[src/logic/crc_pkg.sv]
// CRC-16 link definitions
package crc_pkg;

    // link word and byte sizes
    localparam int word_w = 16;
    localparam int byte_w = 8;

    // number of entries in the byte lookup table
    localparam int table_depth = 1 << byte_w;

    // CCITT generator, MSB first, no reflection and no xor-out
    localparam logic [word_w-1:0] crc_poly = 16'h1021;

    // register start value at reset and at every frame start
    localparam logic [word_w-1:0] crc_init = 16'hFFFF;

    // one beat on the transmit input, the line and the receive input
    typedef struct packed {
        // beat carries a word this cycle
        logic              valid;
        // first word of a frame
        logic              sof;
        // last word of a frame
        logic              eof;
        // payload, or the check word on the line
        logic [word_w-1:0] data;
    } crc_beat_t;

endpackage
[src/logic/crc_link_top.sv]
// CRC link top level
`timescale 1ns/1ps

module crc_link_top import crc_pkg::*; (
    input  logic      clk,
    input  logic      rst,
    // transmit side
    input  crc_beat_t tx_in,
    output crc_beat_t line_out,
    // receive side
    input  crc_beat_t rx_in,
    output logic      rx_done,
    output logic      rx_ok
);

    frame_crc_insert insert_i (
        .clk      (clk),
        .rst      (rst),
        .tx_in    (tx_in),
        .line_out (line_out)
    );

    // receive path is independent of the transmit path
    frame_crc_check check_i (
        .clk     (clk),
        .rst     (rst),
        .rx_in   (rx_in),
        .rx_done (rx_done),
        .rx_ok   (rx_ok)
    );

endmodule

[src/logic/frame_crc_check.sv]
// CRC receive checker
`timescale 1ns/1ps

module frame_crc_check import crc_pkg::*; (
    input  logic      clk,
    input  logic      rst,
    input  crc_beat_t rx_in,
    output logic      rx_done,
    output logic      rx_ok
);

    logic [word_w-1:0] crc;
    logic              residue_zero;
    logic              ok_hold;

    // check word goes through the engine like any other word
    crc16_engine engine_i (
        .clk   (clk),
        .rst   (rst),
        .clear (rx_in.valid && rx_in.sof),
        .load  (rx_in.valid),
        .data  (rx_in.data),
        .crc   (crc)
    );

    // good frame leaves a zero remainder
    assign residue_zero = (crc == '0);

    always_ff @(posedge clk) begin
        if (rst) begin
            rx_done <= 1'b0;
        end else begin
            rx_done <= rx_in.valid && rx_in.eof;
        end
    end

    // result kept until the next frame end
    always_ff @(posedge clk) begin
        if (rst) begin
            ok_hold <= 1'b0;
        end else if (rx_done) begin
            ok_hold <= residue_zero;
        end
    end

    // live zero test in the done cycle, held value afterwards
    assign rx_ok = rx_done ? residue_zero : ok_hold;

endmodule

[src/logic/frame_crc_insert.sv]
// CRC insert framer
`timescale 1ns/1ps

module frame_crc_insert import crc_pkg::*; (
    input  logic      clk,
    input  logic      rst,
    input  crc_beat_t tx_in,
    output crc_beat_t line_out
);

    logic              accept;
    logic              end_pending;
    logic              line_valid;
    logic              line_sof;
    logic              line_eof;
    logic [word_w-1:0] line_data;
    logic [word_w-1:0] crc;

    // input in the check word cycle breaks the gap rule and is dropped
    assign accept = tx_in.valid && !end_pending;

    crc16_engine engine_i (
        .clk   (clk),
        .rst   (rst),
        .clear (accept && tx_in.sof),
        .load  (accept),
        .data  (tx_in.data),
        .crc   (crc)
    );

    always_ff @(posedge clk) begin
        if (rst) begin
            end_pending <= 1'b0;
            line_valid  <= 1'b0;
            line_sof    <= 1'b0;
            line_eof    <= 1'b0;
        end else begin
            end_pending <= accept && tx_in.eof;
            if (end_pending) begin
                // check word closes the line frame
                line_valid <= 1'b1;
                line_sof   <= 1'b0;
                line_eof   <= 1'b1;
            end else begin
                line_valid <= accept;
                line_sof   <= accept && tx_in.sof;
                line_eof   <= 1'b0;
            end
        end
    end

    // engine already holds the folded last word here
    always_ff @(posedge clk) begin
        if (end_pending) begin
            line_data <= crc;
        end else if (accept) begin
            line_data <= tx_in.data;
        end
    end

    assign line_out = '{
        valid: line_valid,
        sof:   line_sof,
        eof:   line_eof,
        data:  line_data
    };

endmodule

[src/logic/crc16_engine.sv]
// CRC-16 table engine
`timescale 1ns/1ps

module crc16_engine import crc_pkg::*; (
    input  logic              clk,
    input  logic              rst,
    input  logic              clear,
    input  logic              load,
    input  logic [word_w-1:0] data,
    output logic [word_w-1:0] crc
);

    // remainder of one byte shifted through the generator
    function automatic logic [word_w-1:0] table_entry(input logic [byte_w-1:0] idx);
        logic [word_w-1:0] r;
        r = {idx, {(word_w - byte_w){1'b0}}};
        for (int b = 0; b < byte_w; b++) begin
            if (r[word_w-1]) begin
                r = (r << 1) ^ crc_poly;
            end else begin
                r = r << 1;
            end
        end
        return r;
    endfunction

    logic [word_w-1:0] crc_table [table_depth];

    logic [word_w-1:0] base;
    logic [byte_w-1:0] idx_hi;
    logic [word_w-1:0] mid;
    logic [byte_w-1:0] idx_lo;
    logic [word_w-1:0] next_crc;

    // all entries fixed at elaboration
    for (genvar i = 0; i < table_depth; i++) begin : g_table
        localparam logic [word_w-1:0] entry = table_entry(byte_w'(i));
        assign crc_table[i] = entry;
    end

    // two byte steps per word, high byte first
    always_comb begin
        // a clear in the same cycle restarts from the initial value
        base = clear ? crc_init : crc;

        idx_hi = base[word_w-1 -: byte_w] ^ data[word_w-1 -: byte_w];
        mid = {base[byte_w-1:0], {byte_w{1'b0}}} ^ crc_table[idx_hi];

        idx_lo = mid[word_w-1 -: byte_w] ^ data[byte_w-1:0];
        next_crc = {mid[byte_w-1:0], {byte_w{1'b0}}} ^ crc_table[idx_lo];
    end

    always_ff @(posedge clk) begin
        if (rst) begin
            crc <= crc_init;
        end else if (load) begin
            crc <= next_crc;
        end else if (clear) begin
            crc <= crc_init;
        end
    end

endmodule

[config.mk]
export PLATFORM = sky130hd
export DESIGN_NAME = crc_link_top
export DESIGN_NICKNAME = d
export VERILOG_FILES = /design/src/logic/crc_pkg.sv /design/src/logic/crc_link_top.sv /design/src/logic/frame_crc_check.sv /design/src/logic/frame_crc_insert.sv /design/src/logic/crc16_engine.sv
export SDC_FILE = /design/constraint.sdc
export NUM_CORES = 1
export LEC_CHECK = 0
export ABC_AREA = 1
export CAP_MARGIN = 20
export CORE_UTILIZATION = 62
export DETAILED_ROUTE_END_ITERATION = 10
export DONT_BUFFER_PORTS = 1
export HOLD_SLACK_MARGIN = 0.03
export PLACE_DENSITY = 0.79
export SKIP_CTS_REPAIR_TIMING = 1
export SYNTH_ARGS = -nofsm -noshare
export SYNTH_HDL_FRONTEND = slang
export SYNTH_SLANG_ARGS = --single-unit
[constraint.sdc]
create_clock -name clk -period 2.22 [get_ports clk]
set_input_delay 0.222 -clock clk [delete_from_list [all_inputs] [get_ports clk]]
set_output_delay 0.222 -clock clk [all_outputs]
set_load 0.02 [all_outputs]
# --- After elaboration in Yosys (flattened, before gate mapping) ---
# Memory sizes are Yosys's and may differ from the RTL's.
# Cells that the tools add are included.
op_classes:
  n_addsub: 0
  n_mul: 0
  div: 0
  order_cmp: 4
  n_eq_ne: 0
  shifts: 0
  muxes: 17
  bitwise_logic: 12
  reduce_logical: 9
op_table:
  columns: ["op", "n"]
  rows:
  - ["$mux W16", 14]
  - ["$xor A16 B16 Y16", 4]
  - ["$ge A9 B9 Y1 const B", 4]
  - ["$not A8 Y9", 4]
  - ["$xor A8 B8 Y8", 4]
  - ["$logic_not A16 Y1", 1]
  - ["$logic_and A1 B1 Y1", 5]
  - ["$mux W1", 3]
  - ["$reduce_bool A2 Y1", 1]
  - ["$reduce_or A2 Y1", 1]
  - ["$logic_not A1 Y1", 1]
word_totals:
  register_bits: 54
  latch_bits: 0
  mem_bits_rw: 0
  mem_bits_ro: 16384
  in_bits: 40
  output_inout_bits: 21
  elab_cells: 55
  mem_count: 4
mem_list:
  columns: ["name", "words", "width", "rd", "rd_ports_with_merged_regs", "wr", "line_no", "source"]
  rows:
  - ["(name not given)", 256, 16, 1, 0, 0, "crc16_engine.sv:47", "mid = {base[byte_w-1:0], {byte_w{1'b0}}} ^ crc_table[idx_hi];"]
  - ["(name not given)", 256, 16, 1, 0, 0, "crc16_engine.sv:50", "next_crc = {mid[byte_w-1:0], {byte_w{1'b0}}} ^ crc_table[idx_lo];"]
  - ["(name not given)", 256, 16, 1, 0, 0, "crc16_engine.sv:50", null]
  - ["(name not given)", 256, 16, 1, 0, 0, "crc16_engine.sv:47", null]

# --- Logic depth before layout (Yosys ltp) ---
# Gate-level depths: netlist of run 1.
depth:
  word_depth: 17
  ltp_mapped: 17
  depth_no_buf: 15

# --- Modules after synthesis ---
# A second synthesis of run 1 with hierarchy kept.
hier_totals:
  cells_unflattened: 635
  hier_area_um2: 4277.9
by_module_without_submodules:
  columns: ["mod", "instances", "cells_each", "area_per_inst_um2", "seq_area_each_um2"]
  rows:
  - ["crc16_engine (check_i.engine_i)", 1, 266, 1714.1, 320.3]
  - ["crc16_engine (insert_i.engine_i)", 1, 256, 1547.7, 320.3]
  - ["frame_crc_insert", 1, 88, 883.3, 560.5]
  - ["frame_crc_check", 1, 25, 132.6, 40.0]

# --- Worst setup path after synthesis of run 1 ---
# OpenSTA, ideal clock, no wires.
synth_timing:
  kind: "register to register"
  from: "register insert_i.end_pending"
  to: "register insert_i.engine_i.crc[6]"
  setup_ps: 115
  t_arrival_ps: 1508
  required_time_ps: 2105
  path_slack_ps: 597
  path_stages_with_launch: 15
  path_buffers: 1
  synth_period_minus_slack_ps: 1623
  path_cell_list: "dfxtp_1 > buf_6 > inv_4 > nand3_4 > nand2_2 > xor2_2 > nand2_1 > nand2_2 > nand2_2 > nand2_2 > nand2_2 > nand2_1 > nand2_1 > nand3_1 > nand2_1"
synth_via:
  elab_chain_len: 17
synth_rtl:
  columns: ["element", "line_no", "source"]
  rows:
  - ["start, declared", "frame_crc_insert.sv:12", "logic end_pending;"]
  - ["start signal, assigned", "frame_crc_insert.sv:38", "end_pending <= accept && tx_in.eof;"]
  - ["$logic_not A1 Y1 (*)", "frame_crc_insert.sv:20", "assign accept = tx_in.valid && !end_pending;"]
  - ["$logic_and A1 B1 Y1 (*)", "frame_crc_insert.sv:20", null]
  - ["$logic_and A1 B1 Y1", "frame_crc_insert.sv:25", ".clear (accept && tx_in.sof),"]
  - ["$mux W16", "crc16_engine.sv:44", "base = clear ? crc_init : crc;"]
  - ["$xor A8 B8 Y8", "crc16_engine.sv:46", "idx_hi = base[word_w-1 -: byte_w] ^ data[word_w-1 -: byte_w];"]
  - ["$not A8 Y9 (not written as such)", "crc16_engine.sv:47", null]
  - ["$mem_v2 Z256 W16", null, null]
  - ["$mux W16 (not written as such) (2 in series)", "crc16_engine.sv:47", null]
  - ["$xor A16 B16 Y16", "crc16_engine.sv:47", null]
  - ["$xor A8 B8 Y8", "crc16_engine.sv:49", "idx_lo = mid[word_w-1 -: byte_w] ^ data[byte_w-1:0];"]
  - ["$not A8 Y9 (not written as such)", "crc16_engine.sv:50", null]
  - ["$mem_v2 Z256 W16", null, null]
  - ["$mux W16 (not written as such) (2 in series)", "crc16_engine.sv:50", null]
  - ["$xor A16 B16 Y16", "crc16_engine.sv:50", null]
  - ["$mux W16 (*)", "crc16_engine.sv:56", "end else if (load) begin"]
  - ["end signal, assigned", "crc16_engine.sv:55", "crc <= crc_init;"]
  - ["end signal, assigned", "crc16_engine.sv:57", "crc <= next_crc;"]
  - ["end signal, assigned", "crc16_engine.sv:59", "crc <= crc_init;"]
  - ["end, declared", "crc16_engine.sv:10", "output logic [word_w-1:0] crc"]
# Every way passes the cells marked *; elsewhere a longest branch is shown, timed or not. The select of a mux whose other input is x is not followed.
# A chain may end at the register's enable or synchronous reset.

# --- Worst setup path in the final report of run 1 ---
# Ends and elaborated chain as after synthesis.

==> metrics.txt, run 1 <==
run status finished clean; Arrival @ worst endpoint 2.24 ns; count of routing violations after the opening detailed-route iteration 226; switching power total 0.00150 W; Skew-Pair Late Insertion Delay 0.33 ns; Crit. End Element flip-flop; final hold violation count 0; total power per unit cell area 860 nW/um^2; setup total negative slack 0 ns; placer's final routability congestion estimate 0.950; Critical Path Source insert_i.end_pending$_SDFF_PP0_; drt wl/cell 14.2 um; routed via count divided by cell count 5.54; number of cells on the critical path 13; maximum number of pins on one net before global-route repair 34; required time of the critical path 2.44 ns; number of nets in the layout 615; Reg2Reg Launch Point insert_i.end_pending$_SDFF_PP0_; Min-Delay Path Class primary input to flip-flop; Die X 81.3 um; buffer levels on the longest clock path 2; final worst path period need 2.03 ns; Fmax 493 MHz; standard cell with the maximum stage delay on the critical path dfxtp_1; area of the multi-input gates 2190 um^2; sequential cell area fraction in the yosys report 31.8%; critical path class flip-flop to flip-flop; critical path's top delay family simple AND/OR/NAND/NOR gates; Initial Util 65.1%; Slew Viols, Final 0; CTS H-Tree Depth 2; sequential cell area 1240 um^2; setup slack on the worst flop-to-flop path 0.19 ns; static power due to leakage 2.11 nW; kind of start point of the critical path flip-flop; total setup violations reported at the end of the flow 0; clk sinks 54; total via count in the routed design 3608; worst voltage drop across the vdd grid 0.535 mV; number of buffers created by CTS 5; grt total ovfl 0; CTS tree built; floorplan die height 81.3 um; number of fill cells 548; Area growth, synth to finish 4.20%; number of distinct library cell variants in the gate-level netlist after synthesis 30; Boundary Pins 61; antenna violations before repair 0; number of global-route vias before repair 3144; number of inserted diodes 0; root buffer selected by CTS clkbuf_8; reg2reg end insert_i.engine_i.crc[6]$_SDFF_PP1_; RSZ-0062 raised after global routing false; internal power component 0.00199 W; synthesized area 3900 um^2; share of the clock period used by the worst path after layout 91.3%; area enclosed by the die boundary 6610 um^2; Cell Count, Final, Fillers Out 651; setup clock skew after layout 0.0113 ns; ratio of cells with drive above 1 in the final layout 11.3%; CP peak stage delay 0.35 ns; Post-Route WL 9210 um; Post-Synthesis Cells 577; Combinational Power Share 45.4%; share of total power in the clock network 18.5%; number of standard-cell rows in the floorplan 28; actual slew at the worst max-slew pin 1.10 ns; Detailed Place HPWL 6820 um; warnings from Yosys 0; worst-case hold slack 0.0139 ns; FF-to-FF path depth 13; cells along the critical path inv_4 -> nand3_4 -> nand2_2 -> xor2_2 -> nand2_1 -> nand2_2 -> nand2_2 -> nand2_2 -> nand2_2 -> nand2_1 -> nand2_1 -> nand3_1 -> nand2_1; post-synth net total 617; switching share of power 43.0%; Seq pwr share 36.2%; mean post-synth cell area 6.76 um^2; DR DRC count 0; antenna-violating nets left 0; Seq cells post-synth 54; first-pass GRT wire length 14300 um; clock input transition at the sequential cells of the worst setup and hold paths 0.11 ns; first-pass detailed-route iteration total 5; IO buf count 0; total track usage 28.5%; worst setup path end insert_i.engine_i.crc[6]$_SDFF_PP1_; MaxCap Viol Count 0; CP bufs+invs 1; Critical Path Fanout Max 10; worst relative slew slack 26.7%; dpl cells 638; Core Box Area 5990 um^2; most frequent cell on the critical path nand2_2
-- sequential cells by signal, summed over array words and instances (netlist names) --
name                   cells
check_i.rx_done            1
insert_i.line_valid        1
insert_i.line_eof          1
insert_i.line_data        16
check_i.ok_hold            1
insert_i.line_sof          1
insert_i.engine_i.crc     16
check_i.engine_i.crc      16
insert_i.end_pending       1
-- kinds of logic after synthesis --
group                     synth area share (%)
and+or+nand+nor                           35.5
buffers and inverters                     12.1
AOI/OAI and AO/OA                         8.41
DFF                                       31.8
xor gates and xnor gates                  12.1
-- worst min-delay path by stage --
stage               slack [ns]                                   to  startpoint  cells past startpoint
global placement          0.30           check_i.ok_hold$_SDFF_PP0_         rst                      1
detailed placement        0.30           check_i.ok_hold$_SDFF_PP0_         rst                      1
CTS                      -0.05       insert_i.line_valid$_SDFF_PP0_         rst                      1
global route              0.03  insert_i.engine_i.crc[4]$_SDFF_PP1_         rst                      2
floorplan                 0.33      insert_i.end_pending$_SDFF_PP0_   tx_in[16]                      2
finish                    0.01  insert_i.engine_i.crc[4]$_SDFF_PP1_         rst                      2
-- layer usage --
metal / track usage (%) / part of all wire (%) / vias up
met5: 0 / 0 / -
met4: 6.61 / 1.1 / 0
met3: 4.49 / 8.9 / 12
met2: 46.5 / 44 / 138
met1: 39.3 / 46 / 1658
li1: - / - / 1800
-- cells in the final DEF (no fill, tap or decap), types with 2 or more instances in the layout --
cell,synthesis,layout
nand2_1,178,178
inv_1,89,89
nand3_1,69,69
dfxtp_1,38,38
nand2_2,31,31
o21ai_0,26,26
a21oi_1,25,25
xor2_1,22,22
edfxtp_1,16,16
xnor2_1,12,12
nor2_1,12,12
xor2_2,8,8
o211ai_1,7,7
clkbuf_8,0,5
o21ai_1,4,4
inv_2,4,4
dlygate4sd3_1,0,4
buf_4,3,4
nand4_1,3,3
nand3b_1,3,3
nor3_1,3,3
nand3_2,1,2
nand2_4,2,2
-- synthesized netlist by cell type --
cell,instances,area share [%]
nand2_1,178,17
nor3_1,3,0.38
nand2_2,31,5.0
nor2_1,12,1.2
nand3_2,1,0.26
nand3b_1,3,0.58
dfxtp_1,38,20
o21ai_1,4,0.51
buf_4,3,0.58
nor2_2,1,0.16
xor2_1,22,4.9
o211ai_1,7,1.3
nand3_1,69,8.9
nand2_8,1,0.51
nand2_4,2,0.58
nand4_1,3,0.48
inv_1,89,8.6
inv_4,1,0.16
buf_6,5,1.4
xor2_2,8,3.3
xnor2_1,12,2.7
xnor2_2,1,0.42
buf_2,1,0.13
edfxtp_1,16,12
o21ai_0,26,3.3
clkbuf_1,9,0.87
inv_2,4,0.38
a21oi_1,25,3.2
nand3_4,1,0.45
xnor2_4,1,0.71
-- power by group through the flow --
stage / logic (W) / clock network (W) / registers (W)
floorplan: 0.00129 / 0 / 0.00126
global placement: 0.00150 / 0 / 0.00128
detailed placement: 0.00154 / 0 / 0.00128
CTS: 0.00155 / 0.000656 / 0.00126
global route: 0.00179 / 0.000690 / 0.00128
finish: 0.00159 / 0.000645 / 0.00126
-- final cells by class --
class	instances	area share (%)
clock buffer	6	2.31
clock inverter	2	0.339
inverter	94	8.75
multi-input combinational	412	54.0
sequential	54	30.6
tap	75	2.31
timing repair buffer	8	1.72
-- stage by stage --
step | setup WS [ns] | area, um^2 | power, W | utilization (%)
2_1_floorplan | 0.597 | 3900 | 0.00255 | -
3_3_place_gp | 0.200 | 3910 | 0.00278 | 65.2
3_5_place_dp | 0.126 | 3910 | 0.00283 | 65.2
4_1_cts | 0.108 | 4010 | 0.00347 | 67.0
5_1_grt | 0.00725 | 4060 | 0.00376 | 67.8
6_report | 0.192 | 4060 | 0.00349 | 67.8
Power figures use the tool's default switching activity.
==> inputs of run 2 (changes only) <==
CORE_ASPECT_RATIO = 0.8   (was not set)
CTS_CLUSTER_DIAMETER = 100   (was not set)
==> run 2 against run 1 <==
  * Sequential share of layout area is 0.14 points higher
  * Via count fell by 0.83%
  * Die area hardly changed
  * First-iteration DRC count is 30% higher
  * Total power shrank 1.9%
  * Fmax is 1.4% higher
==> metrics.txt, run 2 (synthesized netlist as in run 1, its figures left out) <==
antenna-violating nets left 0 (unchanged); grt total ovfl 0 (unchanged); buffer levels on the longest clock path 2 (unchanged); Area growth, synth to finish 3.72%; maximum number of pins on one net before global-route repair 34 (unchanged); setup total negative slack 0 ns (unchanged); total via count in the routed design 3578 (-0.83%); Slew Viols, Final 0 (unchanged); highest-count cells in the layout ignoring fill and taps nand2_1, inv_1, nand3_1, dfxtp_1, nand2_2; Fmax 500 MHz (+1.4%); kind of start point of the critical path flip-flop; count of routing violations after the opening detailed-route iteration 294 (+30%); most frequent standard cell in the layout excluding fill and tap cells nand2_1; worst min-delay path endpoint insert_i.end_pending$_SDFF_PP0_; number of global-route vias before repair 3086 (-1.8%); number of fill cells 534 (-2.6%); number of buffers created by CTS 5 (unchanged); setup slack on the worst flop-to-flop path 0.22 ns (+0.03 ns); source of the worst hold timing path tx_in[16]; MaxCap Viol Count 0 (unchanged); drt wl/cell 14.1 um (-0.55%); Critical Path Source insert_i.end_pending$_SDFF_PP0_; Skew-Pair Late Insertion Delay 0.32 ns (about the same); root buffer selected by CTS clkbuf_8; RSZ-0062 raised after global routing false; Boundary Pins 61 (unchanged); worst relative slew slack 32.2% (+5.5 points); Min-Delay Path Class primary input to flip-flop; CTS tree built; share of the clock period used by the worst path after layout 90.1% (-1.2 points); hold-critical path depth 2 (unchanged); first-pass GRT wire length 14600 um (+2.3%); DR DRC count 0 (unchanged); placer's final routability congestion estimate 0.922 (-2.9%); final hold violation count 0 (unchanged); number of standard-cell rows in the floorplan 25 (-11%); first-pass detailed-route iteration total 5 (unchanged); clk sinks 54 (unchanged); final worst path period need 2.00 ns (-0.0273 ns); Initial Util 65.3% (+0.18 points); required time of the critical path 2.48 ns (+0.04 ns); critical path class flip-flop to flip-flop; Critical Path Fanout Max 12 (+2); Reg2Reg Launch Point insert_i.end_pending$_SDFF_PP0_; worst voltage drop across the vdd grid 0.541 mV (+1.1%); CTS H-Tree Depth 2 (unchanged); antenna violations before repair 0 (unchanged); Post-Route WL 9230 um (+0.22%); Arrival @ worst endpoint 2.26 ns (+0.02 ns); clock input transition at the sequential cells of the worst setup and hold paths 0.10 ns (about the same); reg2reg end insert_i.engine_i.crc[14]$_SDFF_PP1_; setup clock skew after layout 0.00727 ns (-0.00405 ns); ratio of cells with drive above 1 in the final layout 11.1% (-0.15 points); Core Box Area 5970 um^2 (-0.27%); static power due to leakage 2.10 nW (-0.60%); total track usage 28.2% (-0.33 points); floorplan die height 72.9 um (-10%); power after layout 0.00343 W (-1.9%); FF-to-FF path depth 12 (-1); run status finished clean; Detailed Place HPWL 6830 um (+0.23%); area enclosed by the die boundary 6610 um^2 (about the same); number of nets in the layout 614 (-0.16%); routed via count divided by cell count 5.45 (-1.6%); total power per unit cell area 848 nW/um^2 (-1.4%); actual slew at the worst max-slew pin 1.01 ns (-0.0824 ns); Crit. End Element flip-flop; Top Registers check_i.engine_i.crc (16), insert_i.engine_i.crc (16), insert_i.line_data (16); Die X 90.7 um (+12%); number of inserted diodes 0 (unchanged); total setup violations reported at the end of the flow 0 (unchanged); IO buf count 0 (unchanged)
run 2: cell types whose count changed in the layout (fill, tap and decap cells not counted), sizes merged:
cell	before	now
clkinv	1	2
clkbuf	6	5
buf	4	3
run 2: critical path, cell delays in order (launching register included):
cell and delay, ns:
dfxtp_1 0.35, inv_4 0.10, nand3_4 0.18, nand2_2 0.15, xor2_2 0.31, nand2_1 0.13, nand2_2 0.14, nand2_1 0.06
nand2_1 0.15, nand2_1 0.10, nand3_1 0.08, nand3_1 0.09, nand2_1 0.08
run 2: cell type report:
| class | instances | area, um^2 | share of cell area, % |
|---|---|---|---|
| inverters | 94 | 355 | 8.79 |
| well taps | 81 | 101 | 2.51 |
| flip-flops and latches | 54 | 1240 | 30.7 |
| multi-input cells | 412 | 2190 | 54.3 |
| clock inverters | 3 | 20.0 | 0.495 |
| repair buffers | 7 | 62.6 | 1.55 |
| clock buffers | 5 | 68.8 | 1.70 |
run 2: how the worst max path moves through the flow:
stage | endpoint | slack (ns) | depth (start not counted)
after floorplan | insert_i.engine_i.crc[6]$_SDFF_PP1_ | 0.60 | 14
after global placement | insert_i.engine_i.crc[2]$_SDFF_PP1_ | 0.21 | 11
after detailed placement | insert_i.engine_i.crc[2]$_SDFF_PP1_ | 0.16 | 11
after CTS | insert_i.engine_i.crc[14]$_SDFF_PP1_ | 0.15 | 12
after global routing | insert_i.engine_i.crc[8]$_SDFF_PP1_ | 0.07 | 14
final | insert_i.engine_i.crc[14]$_SDFF_PP1_ | 0.22 | 12
run 2: metrics by stage:
stage                     setup WS (ns)  utilization (%)  hold slack, ns  std cells  instance area (um^2)
after floorplan                   0.597                -           0.334        577                  3900
after global placement            0.213             65.4           0.294        643                  3910
after detailed placement          0.162             65.4           0.297        643                  3910
after CTS                         0.147             66.8         -0.0452        651                  3990
after global routing             0.0684             67.7          0.0325        656                  4040
final                             0.220             67.7         0.00905        656                  4040
run 2: layer usage:
metal	vias to the layer above	track usage, %	share of wire, %
li1	1794	-	-
met1	1590	42.0	46
met2	185	43.0	42
met3	9	4.69	10
met4	0	6.09	0.81
met5	-	0	0
run 2: where the power goes:
part	internal, W	switching (W)	total, W
combinational	0.000543	0.00105	0.00160
sequential	0.00115	0.000109	0.00126
clock	0.000224	0.000347	0.000571
total	0.00192	0.00151	0.00343
